<file path="src/source/loopPkg.sv">
`default_nettype none

package loopPkg;

    // ====================
    // Datapath widths
    // ====================
    localparam int errorWidth = 16;  // Signed phase error.
    localparam int outWidth   = 32;  // Integrator, limit, preload and output.

    // Gain is mantissa * 2^-exp applied to the conditioned error.
    typedef struct packed {
        logic [4:0] exp;  // Right shift amount.
        logic [7:0] man;  // Unsigned multiplier.
    } gainT;

    // Packed so that zeroError lands on bit 0 of the control register.
    typedef struct packed {
        logic clearAccum;   // Load integrator with preload.
        logic holdAccum;    // Freeze integrator.
        logic invertError;  // Negate the error.
        logic zeroError;    // Force the error to zero.
    } loopCtrlT;

    // ====================
    // Data words
    // ====================
    typedef logic signed [errorWidth-1:0] errorT;
    typedef logic signed [outWidth-1:0]   loopWordT;

endpackage

`default_nettype wire

</file>
<file path="src/source/lockDetector.sv">
`timescale 1ns/1ns
`default_nettype none

module lockDetector import loopPkg::*; (
    input  logic        clk,
    input  logic        rstN,
    input  errorT       error,
    input  logic        errorValid,
    input  logic [15:0] lockCount,
    input  logic [11:0] syncThreshold,
    output logic        lockStatus
);

    logic [errorWidth:0] absError;  // Wide enough for the most negative error.
    logic [15:0]         runCount;
    logic [15:0]         nextCount;
    logic                smallError;

    assign absError   = error[errorWidth-1] ? -{1'b1, error} : {1'b0, error};
    assign smallError = absError < {5'b0, syncThreshold};

    // Run of consecutive small errors, saturating at full scale.
    always_comb begin
        if (!smallError) begin
            nextCount = '0;
        end else if (runCount == '1) begin
            nextCount = runCount;
        end else begin
            nextCount = runCount + 16'd1;
        end
    end

    always_ff @(posedge clk or negedge rstN) begin
        if (!rstN) begin
            runCount   <= '0;
            lockStatus <= 1'b0;
        end else if (errorValid) begin
            runCount   <= nextCount;
            lockStatus <= (lockCount != '0) && (nextCount >= lockCount);  // Zero count disables.
        end
    end

endmodule

`default_nettype wire

</file>
<file path="config.mk">
export PLATFORM = sky130hd
export DESIGN_NAME = lockDetector
export DESIGN_NICKNAME = d
export VERILOG_FILES = /design/src/source/loopPkg.sv /design/src/source/lockDetector.sv
export SDC_FILE = /design/constraint.sdc
export NUM_CORES = 1
export LEC_CHECK = 0
export BUFFER_PORTS_ARGS = -buffer_cell sky130_fd_sc_hd__buf_4
export CORE_UTILIZATION = 35
export DETAILED_ROUTE_END_ITERATION = 10
export GPL_TIMING_DRIVEN = 1
export PLACE_DENSITY = 0.61
export REMOVE_ABC_BUFFERS = 1
export SLEW_MARGIN = 5
export SYNTH_ARGS = -nofsm -noshare
export SYNTH_HDL_FRONTEND = slang
export SYNTH_SLANG_ARGS = --single-unit
</file>
<file path="constraint.sdc">
create_clock -name clk -period 4.3 [get_ports clk]
set_input_delay 0.86 -clock clk [delete_from_list [all_inputs] [get_ports clk]]
set_output_delay 0.86 -clock clk [all_outputs]
set_load 0.01 [all_outputs]
</file>
==> reports/metrics.yaml, run 1 <==
critical_path:
  critPathKind: "in2reg"
  crit_start: "error[6]"
  cpPeakStageDelay_ps: 530
  worstSetupStartpointType: "input pin"
  r2r-start: "runCount[0]$_DFFE_PN0P_"
  cp_data_required_time_ps: 4440
  critPathCaptureType: "register"
  regToRegSetupSlack_ps: 980
  r2r_cells: 14
  crit_chain: "buf_4 > or4_4 > or3_4 > o41ai_4 > xnor2_1 > ha_1 > o21ai_1 > nor2_1 > a221oi_2 > and3_4 > nand2_2 > ha_4 > nand2b_1 > a21o_1 > a21o_1 > a21oi_2 > o41ai_1 > a221oi_1 > o2bb2ai_1"
  worst-endpoint-arrival_ps: 4610
  r2r-end: "lockStatus$_DFFE_PN0P_"
  slowest_stage: "or4_4"
  path_max_fanout: 4
  cpMostUsedCell: "a21o_1"
global_routing:
  overflow: 0
  grt_usage_pct: 18.8
  grt_pass1_vias: 2274
  antenna_found_initial: 0
  grt_max_degree: 22
  grt_pass1_wl_mm: 9.86
cells_and_area:
  layout-drive-gt1-share_pct: 25.3
  final_common_cell: "buf_4"
  layout_common_cells: "buf_4 (68), inv_1 (35), ha_1 (27)"
  nets: 437
  n_antenna_cell: 0
  fillers: 614
  area_growth_pct: 30.7
clock_tree:
  clk_pin_slew_ps: 70
  clk_path_buf_depth: 2
  cts_buffers: 3
  clk_latency_ps: 260
  cts.sinks: 17
  cts_tree: "done"
  hold_buffers: 0
  htree_num_levels: 1
  root_buffer: "clkbuf_8"
die:
  dieArea_sq_mm: 0.00674
  core.rowCount: 28
  die_h_microns: 82.1
  fp.dieW_microns: 82.1
  design.portCount: 48
  start_util_pct: 37.1
  core_area_sq_mm: 0.00606
timing:
  tns_ps: -166
  fin_crit_ps: 4470
  fin_skew_ps: 2.61
  setup_viol: 1
  rsz0062_at_grt: "yes"
  hold_viol_final: 0
  slew_headroom_pct: 68.0
  max_freq_mhz: 224
  fin_ws_ps: -166
  worstMarginPinSlew_ps: 479
  slew_violations: 0
  period_share_pct: 104
hold_path:
  min-delay-path-class: "in2async"
synthesis:
  async_flop_share_pct: 100
  ys_types: 54
  synth_edf_count: 0
  ys_warn_count: 0
  syn_avg_cell_area_sq_um: 7.54
  syn_inst: 298
  yosysSeqAreaShare_pct: 18.9
  yosys_most_used_dff: "dfrtp_1"
  syn_area_sq_mm: 0.00225
  ys_seq_elements: 17
detailed_routing:
  dr.max_layer_used: "met4"
  vias_per_cell: 5.31
  routedWlPerCell_microns: 13.7
  routed_wl_mm: 5.97
  wl_met2_mm: 3.03
  drc: 0
  wl_met1_mm: 2.65
  route.met3.wl_microns: 207
  num_vias: 2309
  dr.pass1.iters: 4
  drt-initial-drc-count: 108
  postRouteAntennaNets: 0
placement:
  routabilityCongestion: 0.807
  port_buffers: 47
  place_hpwl_mm: 4.87
pwr:
  total_leakage_power_nw: 1.38
  p_per_area_mw_per_mm2: 155
  total_power_w: 0.000456
  vdd_drop_max_mv: 0.0941
job:
  drv_cap: 0
run_status:
  outcome: "finished with violations"
  violations: "negative setup slack"
power by group:
group / leakage, nW / switching, W / internal [W] / total [W]
Clock: 0.0255 / 0.0000619 / 0.0000645 / 0.000126
Combinational: 1.12 / 0.0000816 / 0.0000864 / 0.000168
Sequential: 0.237 / 0.00000124 / 0.000161 / 0.000162
cell usage after synthesis, types with 2 or more instances:
| cell | instances | area share, % |
|---|---|---|
| buf_2 | 2 | 0.45 |
| nand4_1 | 2 | 0.56 |
| a22o_1 | 4 | 1.6 |
| inv_1 | 35 | 5.8 |
| nand2b_1 | 4 | 1.1 |
| mux2i_1 | 2 | 0.89 |
| nor3_1 | 6 | 1.3 |
| a21oi_1 | 24 | 5.3 |
| nor2_1 | 27 | 4.5 |
| or3_1 | 2 | 0.56 |
| a31oi_1 | 3 | 0.84 |
| a21o_1 | 4 | 1.3 |
| xnor2_1 | 15 | 5.8 |
| a211oi_1 | 2 | 0.67 |
| o31ai_1 | 3 | 1.0 |
| o41ai_1 | 3 | 1.2 |
| xor2_1 | 6 | 2.3 |
| o21a_1 | 2 | 0.67 |
| nor4_1 | 5 | 1.4 |
| o21ai_0 | 18 | 4.0 |
| clkbuf_1 | 6 | 1.0 |
| or4_1 | 2 | 0.67 |
| dfrtp_1 | 17 | 19 |
| nand3_1 | 17 | 3.8 |
| o2bb2ai_1 | 4 | 1.6 |
| nand3b_1 | 3 | 1.0 |
| and3_1 | 4 | 1.1 |
| nand2_1 | 21 | 3.5 |
| nor2b_1 | 2 | 0.56 |
| ha_1 | 29 | 16 |
sequential cells by signal, indices dropped and copies added (netlist names):
register,cells
lockStatus,1
runCount,16
worst max-delay path, delay by kind of cell:
| family | cells | cell delay, ps |
|---|---|---|
| XOR/XNOR | 1 | 160 |
| AO/OA/AOI/OAI | 9 | 1560 |
| AND/OR/NAND/NOR | 6 | 1440 |
| buffers and inverters | 1 | 120 |
| adder cells (fa/ha/maj) | 2 | 470 |
kinds of logic (layout without fill, tap and decap cells):
| logic type | count (synthesis) | in the layout | share of synthesized area [%] |
|---|---|---|---|
| compound gates | 78 | 78 | 22.8 |
| flops | 17 | 17 | 18.9 |
| mux | 2 | 2 | 0.891 |
| fa+ha+maj | 29 | 29 | 16.2 |
| xor+xnor | 21 | 21 | 8.19 |
| buf+inv | 46 | 108 | 8.30 |
| simple gates | 105 | 105 | 24.7 |
worst max path at each step:
| stage | cells past startpoint | end |
|---|---|---|
| after floorplan | 17 | lockStatus$_DFFE_PN0P_ |
| after global placement | 19 | lockStatus$_DFFE_PN0P_ |
| after detailed placement | 19 | lockStatus$_DFFE_PN0P_ |
| after CTS | 20 | lockStatus$_DFFE_PN0P_ |
| after global routing | 20 | lockStatus$_DFFE_PN0P_ |
| final | 19 | lockStatus$_DFFE_PN0P_ |
stage by stage:
step | area (sq um) | util [%] | setup slack (ps) | hold slack (ps) | std cells
final | 2940 | 48.4 | -166 | 463 | 435
after global routing | 2940 | 48.4 | -394 | 475 | 435
after CTS | 2910 | 48.0 | -101 | 465 | 435
after detailed placement | 2790 | 46.1 | -523 | 509 | 430
after global placement | 2790 | 46.1 | -429 | 511 | 430
after floorplan | 2190 | - | -300 | 495 | 288
layer usage:
metal | vias up | global-route usage, %
met2 | 56 | 36.2
met1 | 1049 | 22.3
li1 | 1196 | -
met3 | 8 | 0.989
met4 | 0 | 4.74
met5 | - | 0
final cells by class:
cell class / count / area [sq um] / area share, %
Clock inverter: 1 / 5.00 / 0.171
Tap cell: 75 / 93.8 / 3.20
Sequential cell: 17 / 425 / 14.5
Multi-Input combinational cell: 235 / 1720 / 58.7
Timing Repair Buffer: 68 / 510 / 17.4
Inverter: 36 / 135 / 4.60
Clock buffer: 3 / 41.3 / 1.41
repair_timing:
action | in CTS | in global routing
gates resized for setup | 12 | 5
buffers inserted | 1 | 0
endpoints found under the setup margin | 1 | 1
pin swaps | 2 | 4
(Power assumes the default switching activity.)
==> run 2: changes to the inputs <==
--- a/config.mk
+++ b/config.mk
@@ -5,10 +5,12 @@
 export SDC_FILE = /design/constraint.sdc
 export NUM_CORES = 1
 export LEC_CHECK = 0
+export ABC_AREA = 1
 export BUFFER_PORTS_ARGS = -buffer_cell sky130_fd_sc_hd__buf_4
 export CORE_UTILIZATION = 35
 export DETAILED_ROUTE_END_ITERATION = 10
 export GPL_TIMING_DRIVEN = 1
+export HOLD_SLACK_MARGIN = 0.03
 export PLACE_DENSITY = 0.61
 export REMOVE_ABC_BUFFERS = 1
 export SLEW_MARGIN = 5
==> reports/metrics.yaml, run 2 <==
critical_path:
  critPathBufInv: 2
  cp_data_required_time_ps: 4460
  critPathKind: "in2reg"
  critPathTopFamily: "simple AND/OR/NAND/NOR gates"
  critPathCaptureType: "register"
  cpMostUsedCell: "nand2_1"
  worstSetupStartpointType: "input pin"
  worst-endpoint-arrival_ps: 3890
  cpPeakStageDelay_ps: 280
  slowest_stage: "ha_1"
  path_max_fanout: 11
global_routing:
  grt_use_met2_pct: 29.0
  grt_max_degree: 23
  overflow: 0
  grt_util_met1_pct: 21.5
  top_usage_layer: "met2"
  grt_pass1_vias: 2365
  gr-usage-met3_pct: 0.778
  grt_pass1_wl_mm: 9.96
  grt_usage_pct: 16.5
  antenna_found_initial: 0
synthesis:
  synth_top_cells_by_count: "nand2_1 (107), inv_1 (67), ha_1 (29), nor2_1 (29)"
  yosysMostFrequentCell: "nand2_1"
  syn_area_sq_mm: 0.00243
  syn_avg_cell_area_sq_um: 6.26
  yosysTopAreaCellShare_pct: 17.5
  yosys_most_used_dff: "dfrtp_1"
  ys_types: 37
  synthTopCellsByArea: "dfrtp_1 (17%), nand2_1 (17%), ha_1 (15%)"
  syn_inst: 389
  async_flop_share_pct: 100
  ys_warn_count: 0
  yosys.area.top_type: "dfrtp_1"
  synth_edf_count: 0
  yosysSeqAreaShare_pct: 17.5
  ys_seq_elements: 17
run_status:
  outcome: "complete, no violations"
timing:
  slew_headroom_pct: 62.0
  period_share_pct: 86.7
  fin_crit_ps: 3730
  hold_viol_final: 0
  setup_viol: 0
  rsz0062_at_grt: "no"
  whs_ps: 450
  max_freq_mhz: 268
  tns_ps: 0
  worstMarginPinSlew_ps: 567
  fin_skew_ps: 3.92
  slew_violations: 0
placement:
  routabilityCongestion: 0.885
  place_hpwl_mm: 4.67
  port_buffers: 47
die:
  design.portCount: 48
  fp.dieW_microns: 85.4
  die_h_microns: 85.4
  core.rowCount: 30
  start_util_pct: 36.0
  dieArea_sq_mm: 0.00729
  core_area_sq_mm: 0.00676
detailed_routing:
  vias_per_cell: 4.89
  drt-initial-drc-count: 102
  dr.pass1.iters: 4
  routed_wl_mm: 5.69
  num_vias: 2499
  routedWlPerCell_microns: 11.1
  drc: 0
  postRouteAntennaNets: 0
clock_tree:
  clk_path_buf_depth: 2
  cts_buffers: 3
  clk_pin_slew_ps: 80
  hold_buffers: 0
  cts_tree: "done"
  cts_setup_buffers: 0
  clk_latency_ps: 260
  post_cts_resized: 0
  cts.sinks: 17
  htree_num_levels: 1
  root_buffer: "clkbuf_8"
cells_and_area:
  area_growth_pct: 18.7
  n_antenna_cell: 0
  final_common_cell: "nand2_1"
  multiInputGateArea_sq_mm: 0.00168
  final_util_pct: 42.7
  layout-drive-gt1-share_pct: 16.9
  top_register: "runCount"
  fillers: 723
  nets: 508
  regArea_sq_um: 425
  layout_common_cells: "nand2_1 (107), inv_1 (67), buf_4 (49)"
  top_regs: "runCount x16, lockStatus x1"
  largest_register_ffs: 16
pwr:
  p_sw_share_pct: 34.0
  vdd_drop_max_mv: 0.0760
  p_per_area_mw_per_mm2: 153
  total_power_w: 0.000442
  power.share.sequential_pct: 36.5
  total_leakage_power_nw: 1.60
  pwr-share-clk_pct: 29.3
  power.net_switching_w: 0.000151
  intPower_w: 0.000292
  share_comb_of_total_power_pct: 34.2
job:
  drv_cap: 0
hold_path:
  min-delay-path-class: "in2async"
==> run 2: cell types whose count changed after synthesis, moves of 7 or more <==
cell     before  now
a21oi_1      24   15
nand2_1      21  107
nand4_1       2   20
xnor2_1      15    8
inv_1        35   67
o21ai_0      18    9
==> run 2: power by group through the flow <==
| stage | registers, W | clock network, W | logic [W] |
|---|---|---|---|
| floorplan | 0.000164 | 0 | 0.0000828 |
| global placement | 0.000165 | 0 | 0.000149 |
| detailed placement | 0.000165 | 0 | 0.000152 |
| CTS | 0.000162 | 0.000134 | 0.000152 |
| global route | 0.000162 | 0.000140 | 0.000173 |
| finish | 0.000162 | 0.000130 | 0.000151 |
==> run 2: metrics by stage <==
step / cell area, sq um / cells / setup WS [ps]
after floorplan: 2370 / 378 / 316
after global placement: 2840 / 507 / 369
after detailed placement: 2840 / 507 / 261
after CTS: 2890 / 511 / 545
after global routing: 2890 / 511 / 99.1
final: 2890 / 511 / 574
==> run 2: area by class of cell <==
class                           count  share of cell area (%)
Multi-Input combinational cell    290                    58.2
Timing Repair Buffer               49                    12.7
Clock buffer                        3                    1.43
Sequential cell                    17                    14.7
Tap cell                           80                    3.47
Inverter                           71                    9.23
Clock inverter                      1                   0.173
==> run 2: worst register-to-register path: cells and delay by family, from the launching register on <==
kind / cells / cell delay [ps]
buffers and inverters: 3 / 280
adder cells (fa/ha/maj): 2 / 500
flip-flops: 1 / 450
AO/OA/AOI/OAI: 4 / 630
AND/OR/NAND/NOR: 9 / 1020
==> run 2: path summary, 6_finish.rpt <==
kind	from	to	slack, ps	cells past startpoint
max	error[0]	lockStatus$_DFFE_PN0P_	570	26
min	rstN	runCount[14]$_DFFE_PN0P_	450	1
max reg2reg	runCount[0]$_DFFE_PN0P_	lockStatus$_DFFE_PN0P_	1320	18
min reg2reg	lockStatus$_DFFE_PN0P_	lockStatus$_DFFE_PN0P_	490	2
max in group asynchronous	rstN	runCount[4]$_DFFE_PN0P_	3650	1
min in group clk	lockStatus$_DFFE_PN0P_	lockStatus$_DFFE_PN0P_	490	2
==> run 2: cell families (layout without fill, tap and decap cells) <==
family / after synthesis / count (layout) / share of synthesized area (%)
simple gates: 208 / 208 / 38.9
buf+inv: 82 / 124 / 13.4
compound gates: 36 / 36 / 9.15
fa+ha+maj: 29 / 29 / 14.9
xor+xnor: 17 / 17 / 6.12
flops: 17 / 17 / 17.5
==> run 2: per-layer routing <==
| layer | part of all wire (%) | up-vias |
|---|---|---|
| met5 | 0 | - |
| met4 | 2.3 | 0 |
| met3 | 4.3 | 13 |
| met2 | 46 | 72 |
| met1 | 47 | 1080 |
| li1 | - | 1334 |
==> run 3: changes to the inputs <==
--- a/config.mk
+++ b/config.mk
@@ -9,10 +9,8 @@
 export BUFFER_PORTS_ARGS = -buffer_cell sky130_fd_sc_hd__buf_4
 export CORE_UTILIZATION = 35
 export DETAILED_ROUTE_END_ITERATION = 10
-export GPL_TIMING_DRIVEN = 1
 export HOLD_SLACK_MARGIN = 0.03
 export PLACE_DENSITY = 0.61
-export REMOVE_ABC_BUFFERS = 1
 export SLEW_MARGIN = 5
 export SYNTH_ARGS = -nofsm -noshare
 export SYNTH_HDL_FRONTEND = slang
==> reports/metrics.yaml, run 3 (same netlist as run 2, synthesis figures left out) <==
die:
  core.rowCount: 30
  die_h_microns: 85.4
  fp.dieW_microns: 85.4
  design.portCount: 48
  dieArea_sq_mm: 0.00729
  core_area_sq_mm: 0.00676
  start_util_pct: 36.0
pwr:
  power.net_switching_w: 0.000142
  total_leakage_power_nw: 1.60
  share_comb_of_total_power_pct: 34.8
  pwr-share-clk_pct: 28.1
  power.share.sequential_pct: 37.1
  intPower_w: 0.000293
  vdd_drop_max_mv: 0.0925
  p_sw_share_pct: 32.6
  p_per_area_mw_per_mm2: 151
cells_and_area:
  top_register: "runCount"
  layout_common_cells: "nand2_1 (107), inv_1 (67), buf_4 (49)"
  stdcell_area_sq_mm: 0.00289
  nets: 508
  stdcell_count: 511
  largest_register_ffs: 16
  layout-drive-gt1-share_pct: 16.7
  n_antenna_cell: 0
  top_regs: "runCount x16, lockStatus x1"
  area_growth_pct: 18.6
  final_common_cell: "nand2_1"
clock_tree:
  cts.sinks: 17
  clk_path_buf_depth: 2
  cts_buffers: 3
  htree_num_levels: 1
  cts_tree: "done"
  post_cts_resized: 0
  clk_pin_slew_ps: 70
  hold_buffers: 0
  root_buffer: "clkbuf_8"
  cts_setup_buffers: 0
  clk_latency_ps: 250
job:
  drv_cap: 0
timing:
  worstMarginPinSlew_ps: 519
  hold_viol_final: 0
  slew_headroom_pct: 65.4
  rsz0062_at_grt: "no"
  setup_viol: 0
  period_share_pct: 87.5
  fin_skew_ps: 1.28
  slew_violations: 0
  tns_ps: 0
  fin_crit_ps: 3760
  max_freq_mhz: 266
  fin_ws_ps: 537
critical_path:
  cp_data_required_time_ps: 4450
  critPathKind: "in2reg"
  path_max_fanout: 11
  worstSetupStartpointType: "input pin"
  critPathCaptureType: "register"
  crit_start: "error[0]"
  worst-endpoint-arrival_ps: 3910
  r2r-start: "runCount[0]$_DFFE_PN0P_"
global_routing:
  grt_usage_pct: 17.6
  grt_max_degree: 23
  antenna_found_initial: 0
  overflow: 0
  grt_pass1_vias: 2432
  grt_pass1_wl_mm: 10.4
detailed_routing:
  routedWlPerCell_microns: 11.7
  drt-initial-drc-count: 94
  drc: 0
  routed_wl_mm: 5.97
  postRouteAntennaNets: 0
  vias_per_cell: 4.94
  dr.pass1.iters: 4
  num_vias: 2522
placement:
  port_buffers: 47
  placedInstanceArea_sq_mm: 0.00284
  dp_cells: 507
  pre_cts_ws_ps: 285
  routabilityCongestion: 0.874
  place_hpwl_mm: 4.96
synthesis:
  synth_nets: 465
run_status:
  outcome: "complete, no violations"
hold_path:
  min-delay-path-class: "in2async"
==> run 3: changes by cell type in the layout (fill, tap and decap cells not counted) <==
cell,previous run,this run
clkinv_2,1,0
clkbuf_1,0,1
==> run 3: area by class of cell <==
type | instances | area, sq um
clock buffer | 4 | 45.0
fill | 743 | 3870
inverter | 71 | 267
multi-input combinational | 290 | 1680
sequential | 17 | 425
tap | 80 | 100
timing repair buffer | 49 | 368
==> run 3: critical path: stages <==
cell	delay [ps]
buf_4	100
inv_1	80
ha_1	230
nand3_2	140
nand2_2	120
nand2_1	70
xor2_1	150
ha_1	290
nand2_1	90
nor2_1	50
nor3_1	120
nand2_1	80
nand2_1	60
nand2_1	40
nand2_1	70
nand2_1	270
a21oi_1	250
ha_1	280
a21oi_1	140
o21ai_0	90
a21oi_1	130
nand3_1	90
nand2_1	70
nand2_1	40
==> run 3: path summary, 6_finish.rpt <==
path / to / slack, ps / cells after the start
min in group clk: runCount[15]$_DFFE_PN0P_ / 510 / 2
min reg2reg: runCount[15]$_DFFE_PN0P_ / 510 / 2
max in group asynchronous: lockStatus$_DFFE_PN0P_ / 3650 / 1
max reg2reg: lockStatus$_DFFE_PN0P_ / 1360 / 17
max: lockStatus$_DFFE_PN0P_ / 540 / 24
min: runCount[5]$_DFFE_PN0P_ / 460 / 1
==> run 3: per-layer routing <==
| layer | routed length (microns) | global-route usage (%) | vias to the layer above |
|---|---|---|---|
| met2 | 3000 | 33.3 | 53 |
| met5 | 0 | 0 | - |
| met3 | 300 | 3.21 | 4 |
| li1 | - | - | 1335 |
| met4 | 34 | 2.73 | 0 |
| met1 | 2630 | 20.9 | 1130 |
==> run 3: power by group through the flow <==
stage,Combinational (W),Clock [W],Sequential (W)
final,0.000151,0.000123,0.000162
after global routing,0.000174,0.000134,0.000162
after CTS,0.000153,0.000129,0.000161
after detailed placement,0.000153,0,0.000165
after global placement,0.000150,0,0.000165
after floorplan,0.0000904,0,0.000164
==> run 3: through the flow <==
step           hold slack (ps)  total power (W)  util (%)
5_1_grt                    465         0.000469      42.7
6_report                   457         0.000435      42.7
3_5_place_dp               493         0.000317      42.1
4_1_cts                    460         0.000444      42.7
3_3_place_gp               489         0.000314      42.1
2_1_floorplan              468         0.000255         -
